`src/design/dp_pkg.sv`:
```
package dp_pkg;

    localparam int NUM_REGS   = 16;
    localparam int SHAMT_BITS = 5;

    typedef logic [31:0] word_t;
    typedef logic [3:0]  reg_addr_t;

    // data-processing opcode field values
    typedef enum logic [3:0] {
        OP_AND = 4'b0000,
        OP_EOR = 4'b0001,
        OP_SUB = 4'b0010,
        OP_ADD = 4'b0100,
        OP_ORR = 4'b1100,
        OP_MOV = 4'b1101
    } alu_op_t;

    typedef enum logic [1:0] {
        SH_LSL = 2'b00,
        SH_LSR = 2'b01,
        SH_ASR = 2'b10,
        SH_ROR = 2'b11
    } shift_t;

    // immediate form when i_bit is set
    typedef struct packed {
        logic [3:0] cond;
        logic [1:0] op;
        logic       i_bit;
        alu_op_t    opcode;
        logic       s;
        reg_addr_t  rn;
        reg_addr_t  rd;
        logic [3:0] rot;
        logic [7:0] imm8;
    } dp_imm_t;

    // register form with rs over shamt[4:1] when reg_shift is set
    typedef struct packed {
        logic [3:0]            cond;
        logic [1:0]            op;
        logic                  i_bit;
        alu_op_t               opcode;
        logic                  s;
        reg_addr_t             rn;
        reg_addr_t             rd;
        logic [SHAMT_BITS-1:0] shamt;
        shift_t                sh;
        logic                  reg_shift;
        reg_addr_t             rm;
    } dp_reg_t;

    typedef union packed {
        dp_imm_t i;
        dp_reg_t r;
    } dp_instr_t;

endpackage

```
`src/design/exec_if.sv`:
```
`timescale 1ns/10ps

// decoded operation from the operand stage to execute
interface exec_if;

    logic                          valid;
    dp_pkg::alu_op_t               op;
    dp_pkg::reg_addr_t             rd;
    logic                          use_shift;
    dp_pkg::word_t                 src_a;
    dp_pkg::word_t                 src_b;
    dp_pkg::word_t                 shift_val;
    dp_pkg::shift_t                sh;
    logic [dp_pkg::SHAMT_BITS-1:0] shamt;

    modport source (
        output valid, op, rd, use_shift, src_a, src_b, shift_val, sh, shamt
    );

    modport shifter (input shift_val, sh, shamt);

    modport alu (input op, src_a, src_b);

    modport combine (input valid, rd, use_shift);

endinterface

```
`src/design/reg_file.sv`:
```
`timescale 1ns/10ps

module reg_file (
    input  logic              clk,
    input  logic              reset,
    input  dp_pkg::reg_addr_t ra1,
    input  dp_pkg::reg_addr_t ra2,
    input  dp_pkg::reg_addr_t ra3,
    output dp_pkg::word_t     rd1,
    output dp_pkg::word_t     rd2,
    output dp_pkg::word_t     rd3,
    input  logic              we,
    input  dp_pkg::reg_addr_t wa,
    input  dp_pkg::word_t     wd
);

    dp_pkg::word_t regs [dp_pkg::NUM_REGS];

    always_ff @(posedge clk or posedge reset) begin
        if (reset) begin
            for (int i = 0; i < dp_pkg::NUM_REGS; i++) begin
                regs[i] <= '0;
            end
        end else if (we) begin
            regs[wa] <= wd;
        end
    end

    // read ports for Rn, Rm and Rs
    assign rd1 = regs[ra1];
    assign rd2 = regs[ra2];
    assign rd3 = regs[ra3];

endmodule

```
`src/design/operand_stage.sv`:
```
`timescale 1ns/10ps

module operand_stage (
    input  logic              clk,
    input  logic              reset,
    input  logic              instr_valid,
    input  dp_pkg::dp_instr_t instr,
    input  logic              wb_valid,
    input  dp_pkg::reg_addr_t wb_rd,
    input  dp_pkg::word_t     wb_data,
    input  logic              fwd_valid,
    input  dp_pkg::reg_addr_t fwd_rd,
    input  dp_pkg::word_t     fwd_data,
    exec_if.source            ex
);

    dp_pkg::reg_addr_t rs_addr;
    dp_pkg::word_t     file_rn;
    dp_pkg::word_t     file_rm;
    dp_pkg::word_t     file_rs;
    dp_pkg::word_t     rn_val;
    dp_pkg::word_t     rm_val;
    dp_pkg::word_t     rs_val;
    logic              supported;
    logic              accept;

    assign rs_addr = instr.r.shamt[4:1];

    reg_file reg_file_u (
        .clk   (clk),
        .reset (reset),
        .ra1   (instr.i.rn),
        .ra2   (instr.r.rm),
        .ra3   (rs_addr),
        .rd1   (file_rn),
        .rd2   (file_rm),
        .rd3   (file_rs),
        .we    (wb_valid),
        .wa    (wb_rd),
        .wd    (wb_data)
    );

    ////////////////////////////////////////////////////////////////////////////
    // operand bypass

    // execute result wins over the write-back word not yet in the file
    function automatic dp_pkg::word_t bypass(input dp_pkg::reg_addr_t addr,
                                             input dp_pkg::word_t     file_val);
        if (fwd_valid && fwd_rd == addr) begin
            return fwd_data;
        end
        if (wb_valid && wb_rd == addr) begin
            return wb_data;
        end
        return file_val;
    endfunction

    always_comb begin
        rn_val = bypass(instr.i.rn, file_rn);
        rm_val = bypass(instr.r.rm, file_rm);
        rs_val = bypass(rs_addr, file_rs);
    end

    // only data-processing class with a listed opcode
    always_comb begin
        supported = 1'b0;
        if (instr.i.op == 2'b00) begin
            case (instr.i.opcode)
                dp_pkg::OP_AND,
                dp_pkg::OP_EOR,
                dp_pkg::OP_SUB,
                dp_pkg::OP_ADD,
                dp_pkg::OP_ORR,
                dp_pkg::OP_MOV: supported = 1'b1;
                default:        supported = 1'b0;
            endcase
        end
    end

    assign accept = instr_valid && supported;

    ////////////////////////////////////////////////////////////////////////////
    // execute register

    always_ff @(posedge clk or posedge reset) begin
        if (reset) begin
            ex.valid     <= 1'b0;
            ex.op        <= dp_pkg::OP_AND;
            ex.rd        <= '0;
            ex.use_shift <= 1'b0;
            ex.src_a     <= '0;
            ex.src_b     <= '0;
            ex.shift_val <= '0;
            ex.sh        <= dp_pkg::SH_LSL;
            ex.shamt     <= '0;
        end else begin
            ex.valid <= accept;
            if (accept) begin
                ex.op        <= instr.i.opcode;
                ex.rd        <= instr.i.rd;
                // shifter only for MOV register form
                ex.use_shift <= !instr.i.i_bit && instr.i.opcode == dp_pkg::OP_MOV;
                ex.src_a     <= rn_val;
                ex.src_b     <= instr.i.i_bit ? {24'b0, instr.i.imm8} : rm_val;
                ex.shift_val <= rm_val;
                ex.sh        <= instr.r.sh;
                ex.shamt     <= instr.r.reg_shift ? rs_val[dp_pkg::SHAMT_BITS-1:0]
                                                  : instr.r.shamt;
            end
        end
    end

endmodule

```
`src/design/shift_unit.sv`:
```
`timescale 1ns/10ps

module shift_unit (
    exec_if.shifter       ex,
    output dp_pkg::word_t shift_out
);

    // a right shift of the doubled word gives the rotate
    logic [63:0] rot_full;

    assign rot_full = {ex.shift_val, ex.shift_val} >> ex.shamt;

    always_comb begin
        case (ex.sh)
            dp_pkg::SH_LSL: begin
                shift_out = ex.shift_val << ex.shamt;
            end
            dp_pkg::SH_LSR: begin
                shift_out = ex.shift_val >> ex.shamt;
            end
            dp_pkg::SH_ASR: begin
                // sign fill
                shift_out = $signed(ex.shift_val) >>> ex.shamt;
            end
            dp_pkg::SH_ROR: begin
                shift_out = rot_full[31:0];
            end
            default: begin
                shift_out = ex.shift_val;
            end
        endcase
    end

endmodule

```
`src/design/alu_unit.sv`:
```
`timescale 1ns/10ps

module alu_unit (
    exec_if.alu           ex,
    output dp_pkg::word_t alu_out
);

    always_comb begin
        case (ex.op)
            dp_pkg::OP_AND: alu_out = ex.src_a & ex.src_b;
            dp_pkg::OP_EOR: alu_out = ex.src_a ^ ex.src_b;
            // wraps modulo 2^32
            dp_pkg::OP_SUB: alu_out = ex.src_a - ex.src_b;
            dp_pkg::OP_ADD: alu_out = ex.src_a + ex.src_b;
            dp_pkg::OP_ORR: alu_out = ex.src_a | ex.src_b;
            dp_pkg::OP_MOV: alu_out = ex.src_b;
            default:        alu_out = '0;
        endcase
    end

endmodule

```
`src/design/result_select.sv`:
```
`timescale 1ns/10ps

module result_select (
    input  logic              clk,
    input  logic              reset,
    exec_if.combine           ex,
    input  dp_pkg::word_t     shift_out,
    input  dp_pkg::word_t     alu_out,
    output logic              fwd_valid,
    output dp_pkg::reg_addr_t fwd_rd,
    output dp_pkg::word_t     fwd_data,
    output logic              wb_valid,
    output dp_pkg::reg_addr_t wb_rd,
    output dp_pkg::word_t     wb_data
);

    // combined result of the op in execute doubles as the forward
    assign fwd_data  = ex.use_shift ? shift_out : alu_out;
    assign fwd_valid = ex.valid;
    assign fwd_rd    = ex.rd;

    always_ff @(posedge clk or posedge reset) begin
        if (reset) begin
            wb_valid <= 1'b0;
            wb_rd    <= '0;
            wb_data  <= '0;
        end else begin
            wb_valid <= ex.valid;
            if (ex.valid) begin
                wb_rd   <= ex.rd;
                wb_data <= fwd_data;
            end
        end
    end

endmodule

```
`src/design/dp_core.sv`:
```
`timescale 1ns/10ps

module dp_core (
    input  logic              clk,
    input  logic              reset,
    input  logic              instr_valid,
    input  dp_pkg::word_t     instr,
    output logic              result_valid,
    output dp_pkg::word_t     result,
    output dp_pkg::reg_addr_t result_rd
);

    exec_if ex ();

    logic              fwd_valid;
    dp_pkg::reg_addr_t fwd_rd;
    dp_pkg::word_t     fwd_data;
    dp_pkg::word_t     shift_out;
    dp_pkg::word_t     alu_out;

    operand_stage operand_stage_u (
        .clk         (clk),
        .reset       (reset),
        .instr_valid (instr_valid),
        .instr       (instr),
        .wb_valid    (result_valid),
        .wb_rd       (result_rd),
        .wb_data     (result),
        .fwd_valid   (fwd_valid),
        .fwd_rd      (fwd_rd),
        .fwd_data    (fwd_data),
        .ex          (ex.source)
    );

    // shifter and ALU side by side in execute
    shift_unit shift_unit_u (
        .ex        (ex.shifter),
        .shift_out (shift_out)
    );

    alu_unit alu_unit_u (
        .ex      (ex.alu),
        .alu_out (alu_out)
    );

    // write-back register doubles as the result ports
    result_select result_select_u (
        .clk       (clk),
        .reset     (reset),
        .ex        (ex.combine),
        .shift_out (shift_out),
        .alu_out   (alu_out),
        .fwd_valid (fwd_valid),
        .fwd_rd    (fwd_rd),
        .fwd_data  (fwd_data),
        .wb_valid  (result_valid),
        .wb_rd     (result_rd),
        .wb_data   (result)
    );

endmodule

```
`config.mk`:
```
export PLATFORM = sky130hd
export DESIGN_NAME = dp_core
export DESIGN_NICKNAME = d
export VERILOG_FILES = /design/src/design/dp_pkg.sv /design/src/design/exec_if.sv /design/src/design/reg_file.sv /design/src/design/operand_stage.sv /design/src/design/shift_unit.sv /design/src/design/alu_unit.sv /design/src/design/result_select.sv /design/src/design/dp_core.sv
export SDC_FILE = /design/constraint.sdc
export NUM_CORES = 2
export LEC_CHECK = 0
export BUFFER_PORTS_ARGS = -buffer_cell sky130_fd_sc_hd__buf_2
export CAP_MARGIN = 20
export CORE_MARGIN = 1
export CORE_UTILIZATION = 31
export DETAILED_ROUTE_END_ITERATION = 12
export PLACE_DENSITY_LB_ADDON = 0.25
export SYNTH_ARGS = -nofsm -noshare
export SYNTH_HDL_FRONTEND = slang
export SYNTH_SLANG_ARGS = --single-unit
```
`constraint.sdc`:
```
create_clock -name clk -period 18.64 [get_ports clk]
set_input_delay 0.932 -clock clk [delete_from_list [all_inputs] [get_ports clk]]
set_output_delay 0.932 -clock clk [all_outputs]
set_load 0.1 [all_outputs]
```
---- After elaboration in Yosys (flattened, before gate mapping) ----
Index checks and enable logic that the tools add are counted.
storage, ports and cells
  register bits after elaboration ......... 662
  word-level logic and storage cells ...... 120
  output and inout bits ................... 37
  bits of input ports ..................... 35
cells by class
  bitwise gates (word level) .............. 7
  add/sub/neg operators ................... 2
  order comparisons ....................... 5
  multiplexer cells ....................... 40
  reduce and logical (&&, ||, !) cells .... 15
  equal/unequal tests ..................... 19
  shift-type cells ........................ 4
operator list
  cell                                                                   number
  512-bit bitwise mux                                                    1
  32-bit two-way mux                                                     15
  32-bit binary-select mux with 4-bit select                             3
  32-bit one-hot mux with 6 select lines                                 1
  32-bit demux with 4-bit select                                         1
  32-bit one-hot mux with 4 select lines                                 1
  64-bit by 5-bit >> shifter with 32-bit output                          1
  5-bit two-way mux                                                      7
  32-bit adder                                                           1
  32-bit bitwise AND                                                     1
  32-bit bitwise OR                                                      1
  32-bit by 5-bit left shift with 32-bit output                          1
  32-bit by 5-bit >> shifter with 32-bit output                          1
  32-bit by 5-bit >>> shifter with 32-bit output                         1
  32-bit subtractor                                                      1
  32-bit bitwise XOR                                                     1
  4-bit equality test                                                    6
  5-bit >= comparator, second input constant                             4
  4-bit inverter with 5-bit output                                       4
  4-bit equality test, second input constant                             4
  1-bit two-way mux                                                      11
  1-bit logical AND                                                      9
  4-bit by 1-bit equality test with 1-bit output, second input constant  2
  4-bit by 2-bit equality test with 1-bit output, second input constant  2
  other kinds (8)                                                        12

---- Depth between registers and ports, before layout ----
  word-level depth ........................ 8
  mapped depth ............................ 18
  mapped depth without buffers ............ 17

---- By module ----
A second synthesis with hierarchy kept.
unflattened totals
  cell total of the unflattened synthesis .. 4125
  area total of the unflattened synthesis .. 48694.2 sq um
modules (own cells, without submodules)
  module         times used  sequential area each (sq um)  cells an instance  area each (sq um)
  reg_file       1           12812.3                       1948               30204.0
  operand_stage  1           2827.7                        636                6132.1
  shift_unit     1           0.0                           782                5934.4
  alu_unit       1           0.0                           640                4366.7
  result_select  1           925.9                         119                2057.0

---- Worst setup path before layout ----
Ideal clock, no wire load.
  kind .................................... register -> register
  from .................................... register operand_stage_u.ex.src_b[5]
  to ...................................... register operand_stage_u.ex.src_b[30]
  period minus slack after synthesis ...... 4.293 ns
  arrival time ............................ 4.197 ns
  stages on the path, launching flop included .. 17
  slack ................................... 14.347 ns
  cells stage by stage .................... dfrtp_1 -> clkbuf_1 -> or4_1 -> or2_2 -> nor4_1 -> nor2_1 -> xnor2_1 -> ha_1 -> a21o_1 -> a31oi_1 -> o21ai_0 -> a221oi_1 -> o31ai_1 -> a2111o_1 -> o211ai_1 -> o21ai_0 -> o31ai_1
between the ends
  longest elaborated chain between the ends .. 8
  elaborated cells on any way between the ends .. 9
  those cells by class .................... 2 x add/sub; 7 x mux
ends and longest elaborated chain
  item                                               RTL line                        source
  start, declared                                    exec_if.sv:17                   output valid, op, rd, use_shift, src_a, src_b, shift_val, sh, shamt
  start signal, assigned                             operand_stage.sv:104            ex.src_b <= instr.i.i_bit ? {24'b0, instr.i.imm8} : rm_val;
  32-bit adder or 32-bit subtractor (tied branches)  alu_unit.sv:14, alu_unit.sv:13
  32-bit one-hot mux with 6 select lines *           alu_unit.sv:9                   case (ex.op)
  32-bit two-way mux *                               result_select.sv:18             assign fwd_data = ex.use_shift ? shift_out : alu_out;
  32-bit two-way mux *                               operand_stage.sv:49             if (fwd_valid && fwd_rd == addr) begin
  32-bit two-way mux                                 operand_stage.sv:52             if (wb_valid && wb_rd == addr) begin
  32-bit two-way mux                                 operand_stage.sv:55             return file_val;
  32-bit two-way mux *                               operand_stage.sv:52
  32-bit two-way mux *                               operand_stage.sv:104
Mark *: on every way between the ends. The rest lies on a longest branch, timed or not. The select of a mux whose other input is x is not followed.
A chain may end at the register's enable or synchronous reset.

---- Worst setup path after layout ----
  from .................................... register operand_stage_u.ex.op[2]
  to ...................................... register operand_stage_u.ex.shift_val[30]
between the ends
  longest elaborated chain between the ends .. 7
  elaborated cells on any way between the ends .. 12
  those cells by class .................... 5 x eq/ne; 6 x mux; 1 x reduce/logical
ends and longest elaborated chain
  item                                         RTL line              source
  start, declared                              exec_if.sv:17
  start signal, assigned                       operand_stage.sv:88   ex.op <= dp_pkg::OP_AND;
  start signal, assigned                       operand_stage.sv:99   ex.op <= instr.i.opcode;
  4-bit equality test (tied with other cells)  alu_unit.sv:9
  32-bit one-hot mux with 6 select lines *     alu_unit.sv:9
  32-bit two-way mux *                         result_select.sv:18
  32-bit two-way mux *                         operand_stage.sv:49
  32-bit two-way mux                           operand_stage.sv:52
  32-bit two-way mux                           operand_stage.sv:55
  32-bit two-way mux *                         operand_stage.sv:52
  end signal, assigned                         operand_stage.sv:105  ex.shift_val <= rm_val;
  end, declared                                exec_if.sv:17
Marks and branches as above.

==> results.ini <==
[layout]
fillers = 14160
area_growth_pct = 10.44
fin_nets = 3683
final_area_um2 = 49490
layout_common_cells = dfrtp_1 (657), mux2_2 (551), mux4_2 (415)
multi_input_area_um2 = 26360
final_util_pct = 34.49
diodes = 0
drive_gt1_share_pct = 36.95
seq_area_um2 = 16580
finalNonFillerCells = 5508
final_common_cell = dfrtp_1

[outcome]
status = finished, final reports clean

[global_routing]
grt_pass1_vias = 33090
grt_max_degree = 148
gr-total-overflow = 0
antenna_found_initial = 4
grt_use_total_pct = 21.71
grt_pass1_wl_mm = 236.6

[placement]
dp.cells = 5366
post-dp-hpwl_mm = 104.6
gp_congestion = 0.9620
placedInstanceArea_um2 = 46780
io_buffers = 66

[logic_synthesis]
synth_xor_area_share_pct = 1.407
ys_ff_latch = 662
synth-compound-area-share_pct = 10.08
yosys_warnings = 0
yosysTopAreaCell = dfrtp_1
synth_nets = 3829
synthAdderAreaFrac_pct = 2.865
synth_top_family_by_area = multiplexers
ys.flop_type = dfrtp_1
yosys-top-cells-area = dfrtp_1 (37%), mux4_2 (21%), mux2_2 (14%)
synth_seq_area_share_pct = 36.97
synth.distinct_cells = 101
netlist_instances = 3692
syn_avg_cell_area_um2 = 12.14
async_flop_share_pct = 100.0
netlist_area_um2 = 44810
netlist.area_leader.share_pct = 36.97
muxShareOfSynthArea_pct = 38.06
synth-simple-area-share_pct = 6.115
synth_edf_count = 0

[setup_path]
startpoint_type = flip-flop
r2r_start = operand_stage_u.ex.op[2]$_DFFE_PP0P_
path_max_fanout = 22
arrival_ns = 6.34
worstPathRequired_ns = 19.18
crit_start = operand_stage_u.ex.op[2]$_DFFE_PP0P_
setup.worst_path.end_class = flip-flop
crit_type = reg -> reg

[routing]
dr.pass1.iters = 5
drc = 0
ant_nets = 0
wire_per_inst_um = 28.84
via_per_inst = 5.950
detail_route.iter0.violations = 3079
num_vias = 32770
totalWireLength_mm = 158.8

[pwr]
p_leak_nw = 20.78
power.total_mw = 5.486
worst_ir_drop_vdd_uv = 102.0
power_density_nw_per_um2 = 110.9

[sta]
hold_violations = 0
tightestPinTransition_ns = 1.122
period_needed_ns = 5.799
clock.fmax_mhz = 172.4
finalSetupTns_ns = 0
grt_setup_unrepaired = false
fin_crit_sh_pct = 31.11
slew_headroom_pct = 24.81
drv_slew = 0
finalSetupViolCount = 0
finalClockSkew_ns = 0.03947

[clocking]
post_cts_buffers = 0
tritoncts = done
root_buffer = clkbuf_16
cts_num_sinks = 662
holdBufCountCts = 0
cts_max_path_buffers = 3
cts_buffers = 81
clk_latency_ns = 0.69
postCtsResizedCells = 0
htreeDepth = 3
clk_pin_slew_worst_paths_ns = 0.07

[die]
core-area_um2 = 143500
row_count = 139
ios = 72
fp.dieH_um = 382.2
die_w_um = 382.2
start_util_pct = 31.23
die_area_um2 = 146100

[flow_run]
cap_violations = 0

[worst_hold_path]
hold_class = in -> async

## flip-flops by register name, indices dropped and copies added (netlist names)
name / cells
operand_stage_u.ex.rd: 4
result_select_u.wb_data: 32
operand_stage_u.ex.src_b: 32
result_select_u.wb_valid: 1
operand_stage_u.ex.shift_val: 32
operand_stage_u.ex.shamt: 5
operand_stage_u.ex.sh: 2
operand_stage_u.ex.src_a: 32
result_select_u.wb_rd: 4
operand_stage_u.ex.op: 4
operand_stage_u.reg_file_u.regs: 512
operand_stage_u.ex.use_shift: 1
operand_stage_u.ex.valid: 1
## kinds of logic after synthesis
group,after synthesis
compound gates,667
simple gates,596
xor+xnor,72
mux,1110
fa+ha+maj,102
flops,662
buf+inv,483
## through the flow
| step | worst slack, ns | hold slack (ns) |
|---|---|---|
| 5_1_grt | 12.54 | 0.2644 |
| 2_1_floorplan | 8.658 | 0.3717 |
| 3_3_place_gp | 12.92 | 0.4957 |
| 6_report | 12.84 | 0.2629 |
| 3_5_place_dp | 12.93 | 0.5086 |
| 4_1_cts | 12.91 | 0.2098 |
## final cells by class
cell class / count / area share [%]
inverter: 88 / 0.6751
tap: 1903 / 4.812
clock buffer: 120 / 4.986
multi-input combinational: 2547 / 53.26
sequential: 662 / 33.50
clock inverter: 22 / 0.4779
timing repair buffer: 166 / 2.286
## final timing paths
path | to | cells after the start | slack, ns
worst max-delay path | operand_stage_u.ex.shift_val[30]$_DFFE_PP0P_ | 14 | 12.84
worst min-delay path | operand_stage_u.reg_file_u.regs[85]$_DFFE_PP0P_ | 2 | 0.26
worst max register to register | operand_stage_u.ex.shift_val[30]$_DFFE_PP0P_ | 14 | 12.84
worst min register to register | operand_stage_u.reg_file_u.regs[436]$_DFFE_PP0P_ | 1 | 0.52
max in group asynchronous | operand_stage_u.reg_file_u.regs[270]$_DFFE_PP0P_ | 6 | 14.71
min in group clk | operand_stage_u.ex.rd[3]$_DFFE_PP0P_ | 3 | 0.48
## per-layer routing
| layer | vias to the layer above | share of wire [%] | GRT usage [%] |
|---|---|---|---|
| met5 | - | 0.026 | 0 |
| met4 | 6 | 2.7 | 6.519 |
| met3 | 247 | 6.3 | 3.832 |
| met2 | 1165 | 45 | 33.21 |
| met1 | 17510 | 46 | 31.18 |
| li1 | 13840 | - | - |
## critical path, stage by stage, from the launching register on
cell and delay (ns):
dfrtp_1 0.71, nor2b_1 0.29, nand2_1 0.60, o21ai_0 0.47, inv_1 0.10, fa_1 0.41, nor2b_1 0.18, o2111ai_1 0.17
a21oi_1 0.40, o21ai_0 0.34, o31ai_1 0.72, a2111o_1 0.25, o211ai_1 0.18, o21ai_0 0.65, o21ai_0 0.15
## report_power, final
part	total (mW)	internal (mW)	switching (mW)
clock network	1.62	0.968	0.656
registers	1.92	1.63	0.293
logic	1.94	0.744	1.19
## synth_stat cells (all sizes together) (37+ instances only)
library cell  number
dfrtp            662
mux2             553
mux4             416
clkbuf           277
nand2            221
a21oi            180
nor2             176
mux2i            141
o21ai            139
buf              118
ha               101
inv               87
xnor2             50
a22o              41
a211oi            37
Note: power is estimated with default switching activity, not from simulation.
